**src/mapPkg.sv**
```systemverilog
package mapPkg;

    ////////////////////////////////////////////////////////////////////////////
    // Zorro II address map
    ////////////////////////////////////////////////////////////////////////////

    // A31:A24 of the 16 MB Zorro II space
    localparam logic [7:0]  Z2_TOP          = 8'h00;
    // A23:A21 of the low 2 MB, overlay ROM or chip RAM
    localparam logic [2:0]  LOW_BANKS       = 3'b000;
    // A23:A19 of high ROM at F80000
    localparam logic [4:0]  ROM_HI_BANKS    = 5'b11111;
    localparam logic [7:0]  CIA_BANK        = 8'hBF;
    localparam logic [7:0]  REG_BANK        = 8'hDF;
    // A31:A16 of the interrupt acknowledge page
    localparam logic [15:0] AUTOVECTOR_PAGE = 16'hFFFF;
    // CIA-A port A, holds the OVL bit
    localparam logic [3:0]  CIA_PRA_REG     = 4'h0;

    ////////////////////////////////////////////////////////////////////////////
    // Cycle timing in bClk cycles
    ////////////////////////////////////////////////////////////////////////////

    localparam int ROM_WAIT      = 3;
    localparam int BUS_TIMEOUT   = 16;
    localparam int WAIT_WIDTH    = 5;
    // E clock, low for counts 0 to 5 and high for 6 to 9
    localparam int E_DIVIDE      = 10;
    localparam int E_HIGH_START  = 6;
    localparam int E_COUNT_WIDTH = 4;

    // Decoded regions of the held request
    typedef struct packed {
        logic rom;
        logic cia;
        logic chipRam;
        logic chipReg;
        logic autovector;
    } regionHit;

    // External strobes, n suffix is active low
    typedef struct packed {
        logic romEn;
        logic ciaCs0n;
        logic ciaCs1n;
        logic ramSpacen;
        logic regSpacen;
    } busSelects;

    typedef enum logic [1:0] {TERM_NONE, TERM_ACK, TERM_ERROR} termKind;

endpackage

```
**src/busPkg.sv**
```systemverilog
package busPkg;

    ////////////////////////////////////////////////////////////////////////////
    // 68040 transfer attributes
    ////////////////////////////////////////////////////////////////////////////

    // TT1:TT0 from the CPU
    typedef logic [1:0] transferType;
    localparam transferType TT_NORMAL  = 2'b00;
    localparam transferType TT_INT_ACK = 2'b11;

    // TM1:TM0, only 01 and 10 are real accesses
    typedef logic [1:0] transferMod;
    localparam transferMod TM_SCAN_LOW  = 2'b00;
    localparam transferMod TM_DATA      = 2'b01;
    localparam transferMod TM_CODE      = 2'b10;
    localparam transferMod TM_SCAN_HIGH = 2'b11;

    ////////////////////////////////////////////////////////////////////////////
    // Word address A31:A1 and its two decodings
    ////////////////////////////////////////////////////////////////////////////

    // Zorro II split into top byte, bank byte and A15:A1
    typedef struct packed {
        logic [7:0]  top;
        logic [7:0]  bank;
        logic [14:0] offset;
    } zorroView;

    // CIA split, A13 and A12 are the chip selects, A11:A8 the register
    typedef struct packed {
        logic [17:0] upper;
        logic        a13;
        logic        a12;
        logic [3:0]  regNum;
        logic [6:0]  lower;
    } ciaView;

    typedef union packed {
        zorroView zorro;
        ciaView   cia;
    } cpuAddress;

    // One CPU bus request, only the low data byte is carried
    typedef struct packed {
        cpuAddress   address;
        transferType tt;
        transferMod  tm;
        logic        write;
        logic [7:0]  data;
    } busRequest;

    // Scan modifier so nothing decodes while the bus is quiet
    localparam busRequest IDLE_REQUEST = '{
        address: '0,
        tt:      TT_NORMAL,
        tm:      TM_SCAN_LOW,
        write:   1'b0,
        data:    8'h00
    };

endpackage
```
**src/busCycleTop.sv**
```systemverilog
module busCycleTop (
    input  logic              bClk,
    input  logic              reset,
    input  logic              ts,
    input  busPkg::busRequest request,
    input  logic              agnusAck,
    output logic              ta,
    output logic              tea,
    output mapPkg::busSelects selects,
    output logic              agnusReq,
    output logic              eClock
);
    import busPkg::*;
    import mapPkg::*;

    busRequest heldRequest;
    regionHit  hit;
    logic      ovl;
    logic      ciaEnable;
    logic      ciaStart;
    logic      ciaDone;

    // Request hold and termination
    cycleTerminator terminator (
        .bClk, .reset, .ts, .request, .hit, .ciaDone, .agnusAck,
        .heldRequest, .ciaStart, .agnusReq, .ta, .tea
    );

    // Region decode of the held request
    addressDecode decoder (
        .heldRequest, .ovl, .ciaEnable, .hit, .selects
    );

    // E clock and CIA window
    ciaCycle cia (
        .bClk, .reset, .ciaStart, .ciaEnable, .ciaDone, .eClock
    );

    // Overlay flag, cleared through CIA-A
    overlayControl overlay (
        .bClk, .reset, .heldRequest, .ciaDone, .ovl
    );

endmodule

```
**src/cycleTerminator.sv**
```systemverilog
module cycleTerminator (
    input  logic              bClk,
    input  logic              reset,
    input  logic              ts,
    input  busPkg::busRequest request,
    input  mapPkg::regionHit  hit,
    input  logic              ciaDone,
    input  logic              agnusAck,
    output busPkg::busRequest heldRequest,
    output logic              ciaStart,
    output logic              agnusReq,
    output logic              ta,
    output logic              tea
);
    import busPkg::*;
    import mapPkg::*;

    typedef enum logic [2:0] {
        idle,
        decode,
        romWait,
        ciaWait,
        agnusWait,
        done
    } cycleState;

    cycleState             state;
    // Cycles since the edge that took ts
    logic [WAIT_WIDTH-1:0] waitCount;
    logic                  agnusHit;
    logic                  noHit;
    logic                  romDone;
    logic                  timedOut;

    assign agnusHit = hit.chipRam || hit.chipReg;
    assign noHit    = hit == '0;
    assign romDone  = waitCount == WAIT_WIDTH'(ROM_WAIT - 1);
    assign timedOut = waitCount == WAIT_WIDTH'(BUS_TIMEOUT - 1);

    ////////////////////////////////////////////////////////////////////////////
    // Handshake outputs
    ////////////////////////////////////////////////////////////////////////////

    // Kick the E window once per CIA cycle
    assign ciaStart = (state == decode) && hit.cia;

    // High from decode through the cycle that sees agnusAck
    assign agnusReq = (state == agnusWait) || ((state == decode) && agnusHit);

    // Autovector ends in decode itself
    // Everything else ends in done
    assign ta  = ((state == decode) && hit.autovector) || ((state == done) && !noHit);
    assign tea = (state == done) && noHit;

    ////////////////////////////////////////////////////////////////////////////
    // Cycle FSM
    ////////////////////////////////////////////////////////////////////////////

    always_ff @(posedge bClk) begin
        if (reset) begin
            state       <= idle;
            waitCount   <= '0;
            heldRequest <= IDLE_REQUEST;
        end else begin
            case (state)
                idle: begin
                    // ts only counts between cycles
                    if (ts) begin
                        heldRequest <= request;
                        waitCount   <= WAIT_WIDTH'(1);
                        state       <= decode;
                    end
                end
                decode: begin
                    waitCount <= waitCount + 1'b1;
                    if (hit.autovector) begin
                        heldRequest <= IDLE_REQUEST;
                        state       <= idle;
                    end else if (hit.rom) begin
                        state <= romWait;
                    end else if (hit.cia) begin
                        state <= ciaWait;
                    end else if (agnusHit) begin
                        state <= agnusAck ? done : agnusWait;
                    end else if (timedOut) begin
                        // Unmapped, tea follows
                        state <= done;
                    end
                end
                romWait: begin
                    waitCount <= waitCount + 1'b1;
                    if (romDone) begin
                        state <= done;
                    end
                end
                ciaWait: begin
                    if (ciaDone) begin
                        state <= done;
                    end
                end
                agnusWait: begin
                    // Only stall point of the bus
                    if (agnusAck) begin
                        state <= done;
                    end
                end
                done: begin
                    // Drop the selects after the ta or tea cycle
                    heldRequest <= IDLE_REQUEST;
                    state       <= idle;
                end
                default: state <= idle;
            endcase
        end
    end

endmodule

```
**src/ciaCycle.sv**
```systemverilog
module ciaCycle (
    input  logic bClk,
    input  logic reset,
    input  logic ciaStart,
    output logic ciaEnable,
    output logic ciaDone,
    output logic eClock
);
    import mapPkg::*;

    logic [E_COUNT_WIDTH-1:0] eCount;
    logic                     pending;
    logic                     active;
    logic                     eRise;
    logic                     eLast;
    logic                     launch;

    ////////////////////////////////////////////////////////////////////////////
    // E clock divider
    ////////////////////////////////////////////////////////////////////////////

    // First and last high counts of the period
    assign eRise = eCount == E_COUNT_WIDTH'(E_HIGH_START);
    assign eLast = eCount == E_COUNT_WIDTH'(E_DIVIDE - 1);

    always_ff @(posedge bClk) begin
        if (reset) begin
            eCount <= '0;
            eClock <= 1'b0;
        end else begin
            eCount <= eLast ? '0 : eCount + 1'b1;
            // Registered so the pin is glitch free
            if (eCount == E_COUNT_WIDTH'(E_HIGH_START - 1)) begin
                eClock <= 1'b1;
            end else if (eLast) begin
                eClock <= 1'b0;
            end
        end
    end

    ////////////////////////////////////////////////////////////////////////////
    // Access window
    ////////////////////////////////////////////////////////////////////////////

    // Start on this rise if the request lands on it
    assign launch = (pending || ciaStart) && eRise;

    // Covers counts E_HIGH_START through E_DIVIDE-1
    assign ciaEnable = launch || active;

    // Last high cycle, E falls at its end
    assign ciaDone = active && eLast;

    always_ff @(posedge bClk) begin
        if (reset) begin
            pending <= 1'b0;
            active  <= 1'b0;
        end else begin
            // Wait out the rest of the current period
            pending <= (pending || ciaStart) && !eRise;
            active  <= (launch || active) && !eLast;
        end
    end

endmodule

```
**src/overlayControl.sv**
```systemverilog
module overlayControl (
    input  logic              bClk,
    input  logic              reset,
    input  busPkg::busRequest heldRequest,
    input  logic              ciaDone,
    output logic              ovl
);
    import mapPkg::*;

    logic ovlWrite;

    // Write of 0 to OVL bit of CIA-A port A
    assign ovlWrite = heldRequest.write &&
                      !heldRequest.address.cia.a12 &&
                      (heldRequest.address.cia.regNum == CIA_PRA_REG) &&
                      !heldRequest.data[0];

    // Takes effect when the CIA cycle completes
    always_ff @(posedge bClk) begin
        if (reset) begin
            // ROM mapped at 000000 for the reset vector
            ovl <= 1'b1;
        end else if (ciaDone && ovlWrite) begin
            ovl <= 1'b0;
        end
        // No path sets it again short of reset
    end

endmodule

```
**src/addressDecode.sv**
```systemverilog
module addressDecode (
    input  busPkg::busRequest heldRequest,
    input  logic              ovl,
    input  logic              ciaEnable,
    output mapPkg::regionHit  hit,
    output mapPkg::busSelects selects
);
    import busPkg::*;
    import mapPkg::*;

    logic       z2Space;
    logic       access;
    logic       dataAccess;
    logic       lowArea;
    logic       hiRom;
    logic [7:0] bank;

    assign bank = heldRequest.address.zorro.bank;

    ////////////////////////////////////////////////////////////////////////////
    // Space and access qualifiers
    ////////////////////////////////////////////////////////////////////////////

    // Only the 16 MB Zorro II window is ours
    assign z2Space = heldRequest.address.zorro.top == Z2_TOP;

    // Code or data, never an MMU table scan
    assign access     = (heldRequest.tm == TM_DATA) || (heldRequest.tm == TM_CODE);
    assign dataAccess = heldRequest.tm == TM_DATA;

    // Low 2 MB and the high ROM banks
    assign lowArea = bank[7:5] == LOW_BANKS;
    assign hiRom   = bank[7:3] == ROM_HI_BANKS;

    ////////////////////////////////////////////////////////////////////////////
    // Region hits
    ////////////////////////////////////////////////////////////////////////////

    // ROM at the reset vector under overlay, and always at F80000
    assign hit.rom = z2Space && access && ((ovl && lowArea) || hiRom);

    // CIAs answer data accesses only
    assign hit.cia = z2Space && dataAccess && (bank == CIA_BANK);

    // Chip RAM shows once the overlay is gone
    assign hit.chipRam = z2Space && access && !ovl && lowArea;

    // Custom chip registers, data space only
    assign hit.chipReg = z2Space && dataAccess && (bank == REG_BANK);

    // IACK cycle, outside any address space
    assign hit.autovector = (heldRequest.tt == TT_INT_ACK) &&
        ({heldRequest.address.zorro.top, bank} == AUTOVECTOR_PAGE);

    ////////////////////////////////////////////////////////////////////////////
    // Strobes
    ////////////////////////////////////////////////////////////////////////////

    assign selects.romEn = hit.rom;

    // CIA-A on A12 low, CIA-B on A13 low, only inside the E window
    assign selects.ciaCs0n = !(ciaEnable && !heldRequest.address.cia.a12);
    assign selects.ciaCs1n = !(ciaEnable && !heldRequest.address.cia.a13);

    // Agnus space strobes
    assign selects.ramSpacen = !hit.chipRam;
    assign selects.regSpacen = !hit.chipReg;

endmodule

```
**config.mk**
```make
export PLATFORM = sky130hd
export DESIGN_NAME = busCycleTop
export DESIGN_NICKNAME = d
export VERILOG_FILES = /design/src/mapPkg.sv /design/src/busPkg.sv /design/src/busCycleTop.sv /design/src/cycleTerminator.sv /design/src/ciaCycle.sv /design/src/overlayControl.sv /design/src/addressDecode.sv
export SDC_FILE = /design/constraint.sdc
export NUM_CORES = 1
export LEC_CHECK = 0
export BUFFER_PORTS_ARGS = -buffer_cell sky130_fd_sc_hd__clkbuf_2
export CAP_MARGIN = 30
export CORE_MARGIN = 2
export CORE_UTILIZATION = 50
export DETAILED_ROUTE_END_ITERATION = 8
export PLACE_DENSITY = 0.8
export SYNTH_ARGS = -nofsm -noshare
export SYNTH_HDL_FRONTEND = slang
export SYNTH_SLANG_ARGS = --single-unit
```
**constraint.sdc**
```tcl
create_clock -name bClk -period 5 [get_ports bClk]
set_clock_uncertainty 0.2 [all_clocks]
set_input_delay 0.25 -clock bClk [delete_from_list [all_inputs] [get_ports bClk]]
set_output_delay 0.25 -clock bClk [all_outputs]
set_load 0.005 [all_outputs]
```
==> results.txt <==
In this run, flip-flops and latches consume 49.8% of the power. The area of all placed cells without fillers came out at roughly 2600 sq um. The worst setup path is launched from a register.

The number of antenna violations at the first check in global routing is 0. The timing-limited maximum frequency is between 0.3 and 0.4 GHz. The biggest area contributor in the post-synthesis netlist is sky130_fd_sc_hd__dfxtp_1. The required arrival time at the worst endpoint came out at approximately 4.6 ns. The minimum clock period after layout came out at about 2.5 ns. The detailed-route vias per instance is 5.36. The register area share after synthesis is about two fifths.

The count of buffers inserted at the top-level ports is 40. The internal power summed over all cells is roughly 600 uW. Setup violations remaining at the end of the flow were counted as 0. The number of resized instances in the post-cts repair step came out at 0. The final count of pins violating max slew came out at 0. The worst hold path depth is 3. The library cell used most frequently in the layout, excluding fill and tap cells, is sky130_fd_sc_hd__nor2_1.

The critical-path cell with the highest stage delay is sky130_fd_sc_hd__nor4_1. The fraction of final layout cells with drive strength greater than 1 is between 10% and 20%. The core outline area came out at 4060 sq um.

TritonCTS built the clock tree. The longest clock path from root to sink contains 2 buffers. The pin count of the biggest net entering global routing came out at 29. The maximum single-stage delay on the critical path came out at between 0.4 and 0.5 ns. Once the clock tree was built, the setup fixing pass inserted 0 buffers.

The top cell types in the final layout, fill and taps aside, are 45 x sky130_fd_sc_hd__nor2_1, 44 x sky130_fd_sc_hd__dfxtp_1, 40 x sky130_fd_sc_hd__clkbuf_2. Counting every net in the synthesized netlist gives around 290. The leakage component of the power came out at approximately 1.1 nW.

The area growth from synthesis to layout is 21.6%. In the synthesized netlist the async set-or-reset flop fraction comes to 0%. The residual antenna-violating net count after detailed routing is 0. The placed wire-length estimate after detailed placement is roughly 3.2 mm. The overall routed net length came out at about 4.4 mm. By startpoint and endpoint, the worst setup path is classified as reg2out. The total clock buffers created by CTS is 5. The flip-flop and latch area is 881 sq um.

The wire length of the first global-routing pass came out at about 7.5 mm. The clock slew seen by the registers of the worst setup and hold paths came out at around 0.080 ns. The largest voltage drop on the vdd net is approximately 230 uV. The number of synthesized flops with an enable pin is 0. After routing, the total negative slack on setup checks comes to 0 ns.

The total cell area at the placement stage came out at around 2300 sq um. The DRC marker count from the first detailed-route iteration came out at 142. The die is between 60 and 70 microns wide. STA classifies the critical path endpoint as an output port. During I/O placement, the number of pins put on the boundary was 57.

The clock latency on the worst-skew pair is just under 0.3 ns. At the end of routability-driven placement, the weighted congestion stood at between 0.7 and 0.8. The number of distinct standard cells referenced by the synthesized netlist came out at 46. The register-to-register path setup slack came out at 2.57 ns. Once the floorplan was initialized, standard cells occupied a little over half of the core. In this run the worst hold path is classified as in2reg. The routed layout has ~1800 vias. The detailed-router iteration count before antenna repair came out at 4. The floorplan step defined a die boundary enclosing 4790 sq um. After the last flow step, the layout net total stands at approximately 340. The share of total power dissipated in the clock network is between 20% and 30%. The mean post-synth cell area came out at between 9 and 10 sq um.

0 antenna diodes ended up in the layout. The number of levels the H-tree was split into is 2. The residual DRC count came out at 0.

The netlist area before placement is around 2100 sq um. The max-cap violation count came out at 0. The number of hold violations in the final report is 0. The library cell used as clock root buffer is sky130_fd_sc_hd__clkbuf_8. Counting flops and latches in the post-synthesis netlist gives 44. The gate count of the mapped netlist is 233.

The mean routed wirelength per cell came out at about 13 microns. The reported net switching power came out at about 270 uW. The number of cells on the worst reg-to-reg path is 4.

The actual transition at the worst max-transition pin is around 0.88 ns. The total of warnings raised by yosys came out at 0. Yosys attributes the largest share of cell area to sky130_fd_sc_hd__dfxtp_1 41%, sky130_fd_sc_hd__mux2i_1 13%, sky130_fd_sc_hd__nor2_1 7.9%, sky130_fd_sc_hd__ha_1 4.1%, sky130_fd_sc_hd__a21oi_1 1.9%.

Across every metal layer, demand over resource in global routing totals 19.1%. In this run the worst path has a maximum fanout of 6. The tightest hold path in the finished design has a slack of 0.0000384 ns. The signal on the critical path passes through nor4_1, and4_1, a21boi_0, nor3_1, o21ba_2, clkbuf_2. The worst pin sits at a relative slew slack of between 40% and 50%. The run finished with clean final reports.

The final global-route overflow total is 0. The power per standard cell area is ~340 nW/um^2. The share of the clock period used by the worst path is roughly 50%. The y dimension of the die is about 70 microns. The arrival time of the worst setup path came out at around 2.1 ns.

The top cell type by area accounts for about two fifths of the synthesized area. The number of global-route vias before repair is roughly 1700. The number of hold buffers added after CTS was 16. The number of placement rows is 23. Among all flip-flop cells after synthesis, the most frequent one is sky130_fd_sc_hd__dfxtp_1.

Setup repair after global routing left no endpoint under its margin. The switching power as a share of total power is a little under a third. The total area of multi-input combinational cells is between 1000 and 1500 sq um. The clock sink count came out at 44. The total instance count after detailed placement came out at ~310.

The number of standard cells in the layout, taps in and fillers out came out at between 300 and 400. The power share of the combinational group is 26.1%. Fill cells in the final layout number about 340.
-- state kept, by name (all words and copies together), names as in the netlist --
signal and count:
cia.active 1, cia.eClock 1, cia.eCount 4, cia.pending 1
overlay.ovl 1, terminator.heldRequest 28, terminator.state 3, terminator.waitCount 5
-- per-stage QoR --
step	setup WS (ns)	total power [mW]	util, %
2_1_floorplan	3.13	0.606	-
3_3_place_gp	2.58	0.651	57.8
3_5_place_dp	2.56	0.659	57.8
4_1_cts	2.47	0.880	63.8
5_1_grt	2.29	0.926	63.8
6_report	2.47	0.871	63.8
-- cell usage after synthesis, types with 2 or more instances --
library cell               instances
sky130_fd_sc_hd__mux2i_1          27
sky130_fd_sc_hd__nor3_1            6
sky130_fd_sc_hd__a211oi_1          3
sky130_fd_sc_hd__nand3b_1          3
sky130_fd_sc_hd__ha_1              7
sky130_fd_sc_hd__nand2_1           9
sky130_fd_sc_hd__a31oi_1           3
sky130_fd_sc_hd__o21a_1            2
sky130_fd_sc_hd__or2_2             2
sky130_fd_sc_hd__and3_1            3
sky130_fd_sc_hd__clkbuf_1          6
sky130_fd_sc_hd__buf_6             2
sky130_fd_sc_hd__buf_2             3
sky130_fd_sc_hd__nand3_1           2
sky130_fd_sc_hd__nor2b_1           5
sky130_fd_sc_hd__dfxtp_1          44
sky130_fd_sc_hd__a21o_1            3
sky130_fd_sc_hd__and4_1            2
sky130_fd_sc_hd__a21oi_1           8
sky130_fd_sc_hd__nand2b_1          4
sky130_fd_sc_hd__nand4_1           6
sky130_fd_sc_hd__nand4b_1          2
sky130_fd_sc_hd__inv_1             8
sky130_fd_sc_hd__nor4_1            3
sky130_fd_sc_hd__o211ai_1          2
sky130_fd_sc_hd__xor2_1            4
sky130_fd_sc_hd__nor2_1           45
-- worst paths after layout --
| kind | end | start |
|---|---|---|
| worst max register to register | terminator.heldRequest[39] | terminator.state[0] |
| worst min register to register | cia.pending | cia.pending |
| worst max-delay path | agnusReq | terminator.heldRequest[43] |
| worst min-delay path | terminator.heldRequest[42] | request[42] |
-- power by group through the flow --
| stage | clock [mW] | combinational (mW) | sequential (mW) |
|---|---|---|---|
| final | 0.210 | 0.228 | 0.433 |
| after global placement | 0 | 0.213 | 0.439 |
| after global routing | 0.232 | 0.254 | 0.440 |
| after floorplan | 0 | 0.189 | 0.417 |
| after detailed placement | 0 | 0.218 | 0.441 |
| after CTS | 0.218 | 0.229 | 0.433 |
-- layer usage --
layer  GRT usage (%)  share of wire (%)  vias to the layer above
met2            31.2                 47                       36
met4            7.63                1.6                        0
met1            23.9                 47                      826
li1                -                  -                      931
met3            5.38                4.3                        8
met5               0                  0                        -
-- layout make-up --
| cell class | count | area share [%] |
|---|---|---|
| clock inverter | 2 | 0.483 |
| sequential | 44 | 34.0 |
| clock buffer | 5 | 2.66 |
| tap | 50 | 2.42 |
| multi-input combinational | 170 | 45.0 |
| timing repair buffer | 57 | 14.2 |
| inverter | 8 | 1.16 |
-- logic make-up (layout without fill, tap and decap cells) --
group,count (synthesis),in the layout,synth area share (%)
AOI/OAI and AO/OA,30,30,10.3
xor gates and xnor gates,5,5,2.06
adders and majority gates,7,7,4.12
buffers and inverters,19,72,4.23
DFF,44,44,41.4
muxes,27,27,12.7
and+or+nand+nor,101,101,25.2
-- worst max-delay path, delay by kind of cell, from the launching register on --
family / cells / cell delay (ns)
simple gates: 3 / 1.05
buf+inv: 1 / 0.10
compound gates: 2 / 0.31
flops: 1 / 0.33
Note: power is estimated with default switching activity, not from simulation.
